==> config.mk <==
export PLATFORM = sky130hd
export DESIGN_NAME = lpif_slave_top
export DESIGN_NICKNAME = d
export VERILOG_FILES = /design/src/lpif_pkg.sv /design/src/lpif_sync_if.sv /design/src/ll_auto_sync.sv /design/src/lpif_field_map.sv /design/src/lpif_lane_stripe.sv /design/src/lpif_slave_top.sv
export SDC_FILE = /design/constraint.sdc
export NUM_CORES = 1
export LEC_CHECK = 0
export ABC_AREA = 1
export BUFFER_PORTS_ARGS = -buffer_cell sky130_fd_sc_hd__buf_2
export CELL_PAD_IN_SITES_DETAIL_PLACEMENT = 1
export CELL_PAD_IN_SITES_GLOBAL_PLACEMENT = 2
export CORE_AREA = 2 2 254 256
export CTS_BUF_LIST = sky130_fd_sc_hd__clkbuf_8
export CTS_CLUSTER_SIZE = 24
export DETAILED_ROUTE_END_ITERATION = 6
export DIE_AREA = 0 0 256 258
export GPL_ROUTABILITY_DRIVEN = 1
export PLACE_DENSITY = 0.72
export SLEW_MARGIN = 30
export SYNTH_ARGS = -nofsm -noshare
export SYNTH_HDL_FRONTEND = slang
export SYNTH_HIERARCHICAL = 1
export SYNTH_SLANG_ARGS = --single-unit
==> constraint.sdc <==
create_clock -name clk_wr -period 2.05 [get_ports clk_wr]
set_input_delay 0.3075 -clock clk_wr [delete_from_list [all_inputs] [get_ports clk_wr]]
set_output_delay 0.3075 -clock clk_wr [all_outputs]
set_load 0.01 [all_outputs]
==> src/lpif_pkg.sv <==
/* Sizes and flit layout shared by the four-lane link-layer slave.
   Each lane word is {strobe, marker, 38 payload bits}. The field struct and
   the lane array must both stay exactly FLIT_W bits wide, or the two union
   views no longer overlay the same word. */
package lpif_pkg;

  // PHY lane geometry
  localparam int LANES          = 4;
  localparam int LANE_W         = 40;
  localparam int LANE_PAYLOAD_W = 38;
  localparam int FLIT_W         = LANES * LANE_PAYLOAD_W;

  // Flit fields
  localparam int DATA_W   = 128;
  localparam int CRC_W    = 16;
  localparam int STATE_W  = 4;
  localparam int PROTID_W = 2;

  // Sync block
  localparam int MRK_INTERVAL = 8;
  localparam int MRK_CNT_W    = $clog2(MRK_INTERVAL);
  localparam int DELAY_W      = 16;

  // Top of the flit down to the valid bit in bit 0
  typedef struct packed {
    logic [STATE_W-1:0]  state;
    logic [PROTID_W-1:0] protid;
    logic [DATA_W-1:0]   data;
    logic [CRC_W-1:0]    crc;
    logic                dvalid;
    logic                valid;
  } lpif_fields_t;

  typedef logic [LANE_PAYLOAD_W-1:0] lpif_slice_t;

  // Same flit seen as fields or as lane slices, lane 0 lowest
  typedef union packed {
    lpif_fields_t              fields;
    lpif_slice_t [LANES-1:0]   lanes;
  } lpif_payload_u;

endpackage

==> src/lpif_sync_if.sv <==
/* Side-band from the auto-sync block to the lane striper.
   rx_online_dly is carried here but the receive field map takes it from
   the top level as a plain wire, so the stripe modport leaves it out. */
interface lpif_sync_if;

  logic tx_online_dly;
  logic tx_stb;
  logic tx_mrk;
  logic rx_online_dly;

  // Producer side
  modport sync (
    output tx_online_dly,
    output tx_stb,
    output tx_mrk,
    output rx_online_dly
  );

  // Transmit striper only needs the tx side
  modport stripe (
    input tx_online_dly,
    input tx_stb,
    input tx_mrk
  );

endinterface

==> src/ll_auto_sync.sv <==
/* Online delay and user-bit generation for both link directions.
   A delay of 0 raises the online output on the first edge that samples the
   online input high. The delay counters saturate at all ones, so the delay
   value may change while online without wrapping back to zero. */
module ll_auto_sync (
  input  logic                         clk_wr,
  input  logic                         rst,
  input  logic                         tx_online,
  input  logic                         rx_online,
  input  logic [lpif_pkg::DELAY_W-1:0] delay_x_value,
  input  logic [lpif_pkg::DELAY_W-1:0] delay_y_value,
  lpif_sync_if.sync                    sync
);
  import lpif_pkg::*;

  // Index 0 is transmit, index 1 is receive
  logic [1:0]           online_in;
  logic [DELAY_W-1:0]   delay_val [2];
  logic [DELAY_W-1:0]   dly_cnt   [2];
  logic [1:0]           online_q;
  logic [MRK_CNT_W-1:0] word_cnt;

  assign online_in    = {rx_online, tx_online};
  assign delay_val[0] = delay_y_value;
  assign delay_val[1] = delay_x_value;

  ////////////////////////////////////////////////////////////////////////////
  // Online delay counters

  always_ff @(posedge clk_wr) begin
    if (rst) begin
      for (int i = 0; i < 2; i++) begin
        dly_cnt[i] <= '0;
      end
      online_q <= '0;
    end else begin
      for (int i = 0; i < 2; i++) begin
        if (!online_in[i]) begin
          // Any low sample restarts the wait
          dly_cnt[i]  <= '0;
          online_q[i] <= 1'b0;
        end else begin
          if (dly_cnt[i] != '1) begin
            dly_cnt[i] <= dly_cnt[i] + 1'b1;
          end
          if (dly_cnt[i] >= delay_val[i]) begin
            online_q[i] <= 1'b1;
          end
        end
      end
    end
  end

  ////////////////////////////////////////////////////////////////////////////
  // Marker word counter

  // Word 0 is the first word after tx goes online
  always_ff @(posedge clk_wr) begin
    if (rst) begin
      word_cnt <= '0;
    end else if (!online_q[0]) begin
      word_cnt <= '0;
    end else if (word_cnt == MRK_CNT_W'(MRK_INTERVAL - 1)) begin
      word_cnt <= '0;
    end else begin
      word_cnt <= word_cnt + 1'b1;
    end
  end

  assign sync.tx_online_dly = online_q[0];
  assign sync.rx_online_dly = online_q[1];
  // Strobe is persistent while online
  assign sync.tx_stb        = online_q[0];
  assign sync.tx_mrk        = online_q[0] && (word_cnt == '0);

endmodule

==> src/lpif_field_map.sv <==
/* Packs upstream fields into the flit and unpacks received flits.
   Transmit packing is combinational, the lane striper adds the register.
   Downstream outputs are registered and held at zero while the receive
   direction is offline, including the dvalid and valid flags. */
module lpif_field_map (
  input  logic                          clk_wr,
  input  logic                          rst,
  input  logic                          rx_online_dly,

  // Upstream channel
  input  logic [lpif_pkg::STATE_W-1:0]  ustrm_state,
  input  logic [lpif_pkg::PROTID_W-1:0] ustrm_protid,
  input  logic [lpif_pkg::DATA_W-1:0]   ustrm_data,
  input  logic [lpif_pkg::CRC_W-1:0]    ustrm_crc,
  input  logic                          ustrm_dvalid,
  input  logic                          ustrm_valid,

  // Flit payloads to and from the lane striper
  input  lpif_pkg::lpif_payload_u       rx_payload,
  output lpif_pkg::lpif_payload_u       tx_payload,

  // Downstream channel
  output logic [lpif_pkg::STATE_W-1:0]  dstrm_state,
  output logic [lpif_pkg::PROTID_W-1:0] dstrm_protid,
  output logic [lpif_pkg::DATA_W-1:0]   dstrm_data,
  output logic [lpif_pkg::CRC_W-1:0]    dstrm_crc,
  output logic                          dstrm_dvalid,
  output logic                          dstrm_valid
);
  import lpif_pkg::*;

  lpif_fields_t rx_fields;

  ////////////////////////////////////////////////////////////////////////////
  // Transmit packing

  always_comb begin
    tx_payload.fields.state  = ustrm_state;
    tx_payload.fields.protid = ustrm_protid;
    tx_payload.fields.data   = ustrm_data;
    tx_payload.fields.crc    = ustrm_crc;
    tx_payload.fields.dvalid = ustrm_dvalid;
    tx_payload.fields.valid  = ustrm_valid;
  end

  ////////////////////////////////////////////////////////////////////////////
  // Receive unpacking

  assign rx_fields = rx_payload.fields;

  always_ff @(posedge clk_wr) begin
    if (rst || !rx_online_dly) begin
      dstrm_state  <= '0;
      dstrm_protid <= '0;
      dstrm_data   <= '0;
      dstrm_crc    <= '0;
      dstrm_dvalid <= 1'b0;
      dstrm_valid  <= 1'b0;
    end else begin
      dstrm_state  <= rx_fields.state;
      dstrm_protid <= rx_fields.protid;
      dstrm_data   <= rx_fields.data;
      dstrm_crc    <= rx_fields.crc;
      dstrm_dvalid <= rx_fields.dvalid;
      dstrm_valid  <= rx_fields.valid;
    end
  end

endmodule

==> src/lpif_lane_stripe.sv <==
/* Splits the flit across the PHY lanes and rebuilds it on receive.
   Transmit lanes are registered, giving one clock from ustrm to tx_phy.
   Received strobe and marker bits are dropped without any alignment
   check, so the far end must already be word aligned. */
module lpif_lane_stripe (
  input  logic                         clk_wr,
  input  logic                         rst,
  input  lpif_pkg::lpif_payload_u      tx_payload,

  input  logic [lpif_pkg::LANE_W-1:0]  rx_phy0,
  input  logic [lpif_pkg::LANE_W-1:0]  rx_phy1,
  input  logic [lpif_pkg::LANE_W-1:0]  rx_phy2,
  input  logic [lpif_pkg::LANE_W-1:0]  rx_phy3,

  lpif_sync_if.stripe                  sync,

  output logic [lpif_pkg::LANE_W-1:0]  tx_phy0,
  output logic [lpif_pkg::LANE_W-1:0]  tx_phy1,
  output logic [lpif_pkg::LANE_W-1:0]  tx_phy2,
  output logic [lpif_pkg::LANE_W-1:0]  tx_phy3,
  output lpif_pkg::lpif_payload_u      rx_payload
);
  import lpif_pkg::*;

  logic [LANE_W-1:0] tx_lane_q [LANES];
  logic [LANE_W-1:0] rx_lane   [LANES];

  ////////////////////////////////////////////////////////////////////////////
  // Transmit lanes

  // Lane word is {strobe, marker, slice}
  always_ff @(posedge clk_wr) begin
    if (rst) begin
      for (int i = 0; i < LANES; i++) begin
        tx_lane_q[i] <= '0;
      end
    end else begin
      for (int i = 0; i < LANES; i++) begin
        if (sync.tx_online_dly) begin
          tx_lane_q[i] <= {sync.tx_stb, sync.tx_mrk, tx_payload.lanes[i]};
        end else begin
          tx_lane_q[i] <= '0;
        end
      end
    end
  end

  assign tx_phy0 = tx_lane_q[0];
  assign tx_phy1 = tx_lane_q[1];
  assign tx_phy2 = tx_lane_q[2];
  assign tx_phy3 = tx_lane_q[3];

  ////////////////////////////////////////////////////////////////////////////
  // Receive lanes

  assign rx_lane[0] = rx_phy0;
  assign rx_lane[1] = rx_phy1;
  assign rx_lane[2] = rx_phy2;
  assign rx_lane[3] = rx_phy3;

  // Strip user bits 39 and 38
  always_comb begin
    for (int i = 0; i < LANES; i++) begin
      rx_payload.lanes[i] = rx_lane[i][LANE_PAYLOAD_W-1:0];
    end
  end

endmodule

==> src/lpif_slave_top.sv <==
/* Four-lane link-layer slave, single clock domain on clk_wr.
   No FIFO or credit logic; one flit moves each way every cycle and the
   valid bit inside the flit marks meaningful words. Latency is one clock
   in each direction once the programmed online delays have expired. */
module lpif_slave_top (
  input  logic                          clk_wr,
  input  logic                          rst,

  // Control
  input  logic                          tx_online,
  input  logic                          rx_online,
  input  logic [lpif_pkg::DELAY_W-1:0]  delay_x_value,
  input  logic [lpif_pkg::DELAY_W-1:0]  delay_y_value,

  // PHY lanes
  output logic [lpif_pkg::LANE_W-1:0]   tx_phy0,
  input  logic [lpif_pkg::LANE_W-1:0]   rx_phy0,
  output logic [lpif_pkg::LANE_W-1:0]   tx_phy1,
  input  logic [lpif_pkg::LANE_W-1:0]   rx_phy1,
  output logic [lpif_pkg::LANE_W-1:0]   tx_phy2,
  input  logic [lpif_pkg::LANE_W-1:0]   rx_phy2,
  output logic [lpif_pkg::LANE_W-1:0]   tx_phy3,
  input  logic [lpif_pkg::LANE_W-1:0]   rx_phy3,

  // Downstream channel
  output logic [lpif_pkg::STATE_W-1:0]  dstrm_state,
  output logic [lpif_pkg::PROTID_W-1:0] dstrm_protid,
  output logic [lpif_pkg::DATA_W-1:0]   dstrm_data,
  output logic [lpif_pkg::CRC_W-1:0]    dstrm_crc,
  output logic                          dstrm_dvalid,
  output logic                          dstrm_valid,

  // Upstream channel
  input  logic [lpif_pkg::STATE_W-1:0]  ustrm_state,
  input  logic [lpif_pkg::PROTID_W-1:0] ustrm_protid,
  input  logic [lpif_pkg::DATA_W-1:0]   ustrm_data,
  input  logic [lpif_pkg::CRC_W-1:0]    ustrm_crc,
  input  logic                          ustrm_dvalid,
  input  logic                          ustrm_valid
);
  import lpif_pkg::*;

  lpif_payload_u tx_payload;
  lpif_payload_u rx_payload;

  lpif_sync_if sync_if_i ();

  ////////////////////////////////////////////////////////////////////////////
  // Sync

  ll_auto_sync ll_auto_sync_i (
    .clk_wr        (clk_wr),
    .rst           (rst),
    .tx_online     (tx_online),
    .rx_online     (rx_online),
    .delay_x_value (delay_x_value),
    .delay_y_value (delay_y_value),
    .sync          (sync_if_i.sync)
  );

  ////////////////////////////////////////////////////////////////////////////
  // User interface

  lpif_field_map lpif_field_map_i (
    .clk_wr        (clk_wr),
    .rst           (rst),
    .rx_online_dly (sync_if_i.rx_online_dly),
    .ustrm_state   (ustrm_state),
    .ustrm_protid  (ustrm_protid),
    .ustrm_data    (ustrm_data),
    .ustrm_crc     (ustrm_crc),
    .ustrm_dvalid  (ustrm_dvalid),
    .ustrm_valid   (ustrm_valid),
    .rx_payload    (rx_payload),
    .tx_payload    (tx_payload),
    .dstrm_state   (dstrm_state),
    .dstrm_protid  (dstrm_protid),
    .dstrm_data    (dstrm_data),
    .dstrm_crc     (dstrm_crc),
    .dstrm_dvalid  (dstrm_dvalid),
    .dstrm_valid   (dstrm_valid)
  );

  ////////////////////////////////////////////////////////////////////////////
  // PHY interface

  lpif_lane_stripe lpif_lane_stripe_i (
    .clk_wr     (clk_wr),
    .rst        (rst),
    .tx_payload (tx_payload),
    .rx_phy0    (rx_phy0),
    .rx_phy1    (rx_phy1),
    .rx_phy2    (rx_phy2),
    .rx_phy3    (rx_phy3),
    .sync       (sync_if_i.stripe),
    .tx_phy0    (tx_phy0),
    .tx_phy1    (tx_phy1),
    .tx_phy2    (tx_phy2),
    .tx_phy3    (tx_phy3),
    .rx_payload (rx_payload)
  );

endmodule

==> metrics.cfg <==
[logic_synthesis]
synth_top_family_by_area=buffers and inverters
avgSynthCellArea_um2=9.54
synth_top_area_share_pct=36.3
synth_largest_area_cell=edfxtp_1
synth_mux_area_share_pct=0
synth_cell_types=31
seq_area_frac_synth_pct=56.5
postSynthCellCount=1631
synth_area_leaders=edfxtp_1 (36%), dfxtp_1 (20%), buf_4 (15%), inv_1 (9.2%), nor2_1 (8.2%)
syn-cell-area_um2=15600
synth_fa_ha_area_share_pct=2.97
yosys_register_bits=345
synthXorXnorAreaFrac_pct=0.563
ys_warn_count=6
synth_compound_area_share_pct=1.33
synthSimpleGateAreaFrac_pct=12.5

[critical_path]
arrival_ns=2.19
cp_cell_sequence=ha_1 -> nand3_2 -> nor2_1 -> nand3_2 -> nor2_4 -> nand2_2 -> nand2_8 -> nor3_1
cpPeakStageDelay_ns=0.42
crit_fanout=15
worstSetupEndpointType=flip-flop
r2r-end=ll_auto_sync_i/dly_cnt[0][8]
cp-endpoint=ll_auto_sync_i/dly_cnt[0][8]
start_kind=flip-flop
reg2reg_depth=8
cp_num_cells=8
cp.required_ns=2.41
cp.buffers_inverters=0
critical_path.top_delay_family=simple AND/OR/NAND/NOR gates
r2r-start=ll_auto_sync_i/dly_cnt[0][0]
worstSetupPathType=reg2reg
critPathSlowestCell=edfxtp_1
crit_top_cell=nand3_2
r2r_slack_ns=0.21
startpoint=ll_auto_sync_i/dly_cnt[0][0]

[sta]
hold_viol_final=0
hold_slack_ns=0.0672
maxSlewViolCount=0
setup_viol=0
clock.fmax_mhz=545
final.min_clock_period_ns=1.84
fin_crit_sh_pct=89.6
setup_tns_ns=0
skew_ns=0.0316

[clock_tree]
clockBufferDepth=3
clk_pin_slew_ns=0.06
clockRootBuffer=clkbuf_8
post_cts_buffers=0
cts_inserted_buffers=67
cts_tree=done
clock_latency_ns=0.63
cts_htree_levels=3
numClockSinks=345

[layout]
area_growth_pct=44.5
fin_nets=2871
post-route-util_pct=35.3
drive_gt1_share_pct=31.4
fill_cells=7601
layout.cells.non_filler=3402

[power_and_ir_drop]
power_density_nw_per_um2=696
p_leak_nw=12.1
peakVddDrop_mv=0.431

[global_route]
grt_pass1_wl_um=74300
grt_overflow_total=0
grtUsageTotal_pct=14.4
use_met1_pct=14.7
grt-busiest-layer=met2
grt_pass1_vias=14000
use_met2_pct=26.7
antenna_found_initial=13
grt_max_degree=54
met3_usage_pct=4.36

[die]
die_w_um=256
die_h_um=258
die_area_um2=66000
initial_utilization_pct=24.5
row_count=93
pin_count=660
core_area_um2=63600

[run]
max_cap_viol_count=0

[routing]
drt-pass1-iter-count=4
vias_per_cell=3.68
num_vias=12500
routed_wl_um=48600
drc=0
postRouteAntennaNets=0
wl_per_cell_um=14.3
drt_iter0_drc=471

[placement]
hpwl_um=34800
port_buffers=651
place_congestion=0.802
dp_cells=2968

[outcome]
status=completed

[min_path]
hold_path_class=in2reg

synthesized netlist by cell type, drive strengths merged:
master and number:
a21oi 24, and3 1, buf 343, conb 1, dfxtp 157, edfxtp 188, ha 37, inv 383
nand2 76, nand3 18, nand3b 2, nand4 7, nor2 359, nor3 12, o21a 2, o21ai 9
o21bai 1, or2 1, xnor2 1, xor2 9
per-layer routing:
layer,routed length (um),vias to the layer above
met5,52,-
met4,1800,8
met3,3180,121
met2,25400,459
met1,18100,5808
li1,-,6107
final cells by class:
class	instances	area [um2]	area share, %
Antenna cell	6	15.0	0.0668
Tap cell	855	1070	4.76
Timing Repair Buffer	974	6480	28.8
Clock buffer	83	1140	5.08
Inverter	383	1440	6.39
Sequential cell	345	8790	39.1
Multi-Input combinational cell	715	3330	14.8
Clock inverter	41	228	1.01
power breakdown:
part,internal (W),switching [W],leakage (nW)
registers,0.00738,0.0000349,3.26
logic,0.000755,0.000547,8.02
clock network,0.00381,0.00313,0.817
total,0.0119,0.00371,12.1
timing repair:
action | in CTS | in global routing
hold buffers | 304 | 0
gates resized for setup | 0 | 3
hold endpoints to repair | 304 | 0
endpoints found under the setup margin | 0 | 17
sequential cells by signal (all words and copies together), names as in the netlist:
| register | flops |
|---|---|
| lpif_field_map_i/dstrm_state | 4 |
| lpif_lane_stripe_i/tx_lane_q | 156 |
| lpif_field_map_i/dstrm_data | 128 |
| lpif_field_map_i/dstrm_protid | 2 |
| lpif_field_map_i/dstrm_valid | 1 |
| ll_auto_sync_i/word_cnt | 3 |
| lpif_field_map_i/dstrm_crc | 16 |
| lpif_field_map_i/dstrm_dvalid | 1 |
| ll_auto_sync_i/dly_cnt | 32 |
| ll_auto_sync_i/online_q | 2 |
how the worst min path moves through the flow:
stage / to / start / slack (ns) / cells past startpoint
4_1_cts: lpif_lane_stripe_i/tx_lane_q[0][5] / ustrm_crc[3] / 0.006 / 3
2_1_floorplan: ll_auto_sync_i/word_cnt[0] / ll_auto_sync_i/word_cnt[0] / 0.42 / 1
3_5_place_dp: ll_auto_sync_i/word_cnt[0] / ll_auto_sync_i/word_cnt[0] / 0.44 / 1
6_report: lpif_lane_stripe_i/tx_lane_q[0][5] / ustrm_crc[3] / 0.07 / 3
5_1_grt: lpif_lane_stripe_i/tx_lane_q[0][5] / ustrm_crc[3] / 0.03 / 3
3_3_place_gp: ll_auto_sync_i/word_cnt[0] / ll_auto_sync_i/word_cnt[0] / 0.43 / 1
cell usage in the layout, fill, tap and decap left out, drive strengths merged:
| cell | synthesis | final |
|---|---|---|
| dfxtp | 157 | 157 |
| or2 | 1 | 1 |
| edfxtp | 188 | 188 |
| nor2 | 359 | 359 |
| conb | 1 | 156 |
| xor2 | 9 | 9 |
| nand2 | 76 | 76 |
| dlygate4sd3 | 0 | 304 |
| o21a | 2 | 2 |
| a21oi | 24 | 24 |
| nand3b | 2 | 2 |
| bufinv | 0 | 1 |
| and3 | 1 | 1 |
| inv | 383 | 416 |
| ha | 37 | 37 |
| nand4 | 7 | 7 |
| buf | 343 | 670 |
| nand3 | 18 | 18 |
| clkinv | 0 | 7 |
| clkbuf | 0 | 83 |
| xnor2 | 1 | 1 |
| o21bai | 1 | 1 |
| nor3 | 12 | 12 |
| diode | 0 | 6 |
| o21ai | 9 | 9 |
cells by family (layout without fill, tap and decap cells):
| group | count (synthesis) | in the layout |
|---|---|---|
| buffers and inverters | 726 | 1481 |
| AND/OR/NAND/NOR | 476 | 476 |
| flip-flops | 345 | 345 |
| adder cells (fa/ha/maj) | 37 | 37 |
| AO/OA/AOI/OAI | 36 | 36 |
| XOR/XNOR | 10 | 10 |
| other | 1 | 162 |
worst register-to-register path: stages (launching register included):
cell and delay, ns:
edfxtp_1 0.42, ha_1 0.24, nand3_2 0.10, nor2_1 0.18, nand3_2 0.15, nor2_4 0.14
nand2_2 0.11, nand2_8 0.16, nor3_1 0.06
stage by stage:
step | setup slack [ns] | total power (W) | cell area [um2]
after floorplan | 0.186 | 0.00826 | 16100
after global placement | 0.181 | 0.00833 | 18000
after detailed placement | 0.153 | 0.00836 | 18000
after CTS | 0.122 | 0.0160 | 22500
after global routing | -0.00216 | 0.0165 | 22500
final | 0.214 | 0.0157 | 22500
Note: power is estimated with default switching activity, not from simulation.
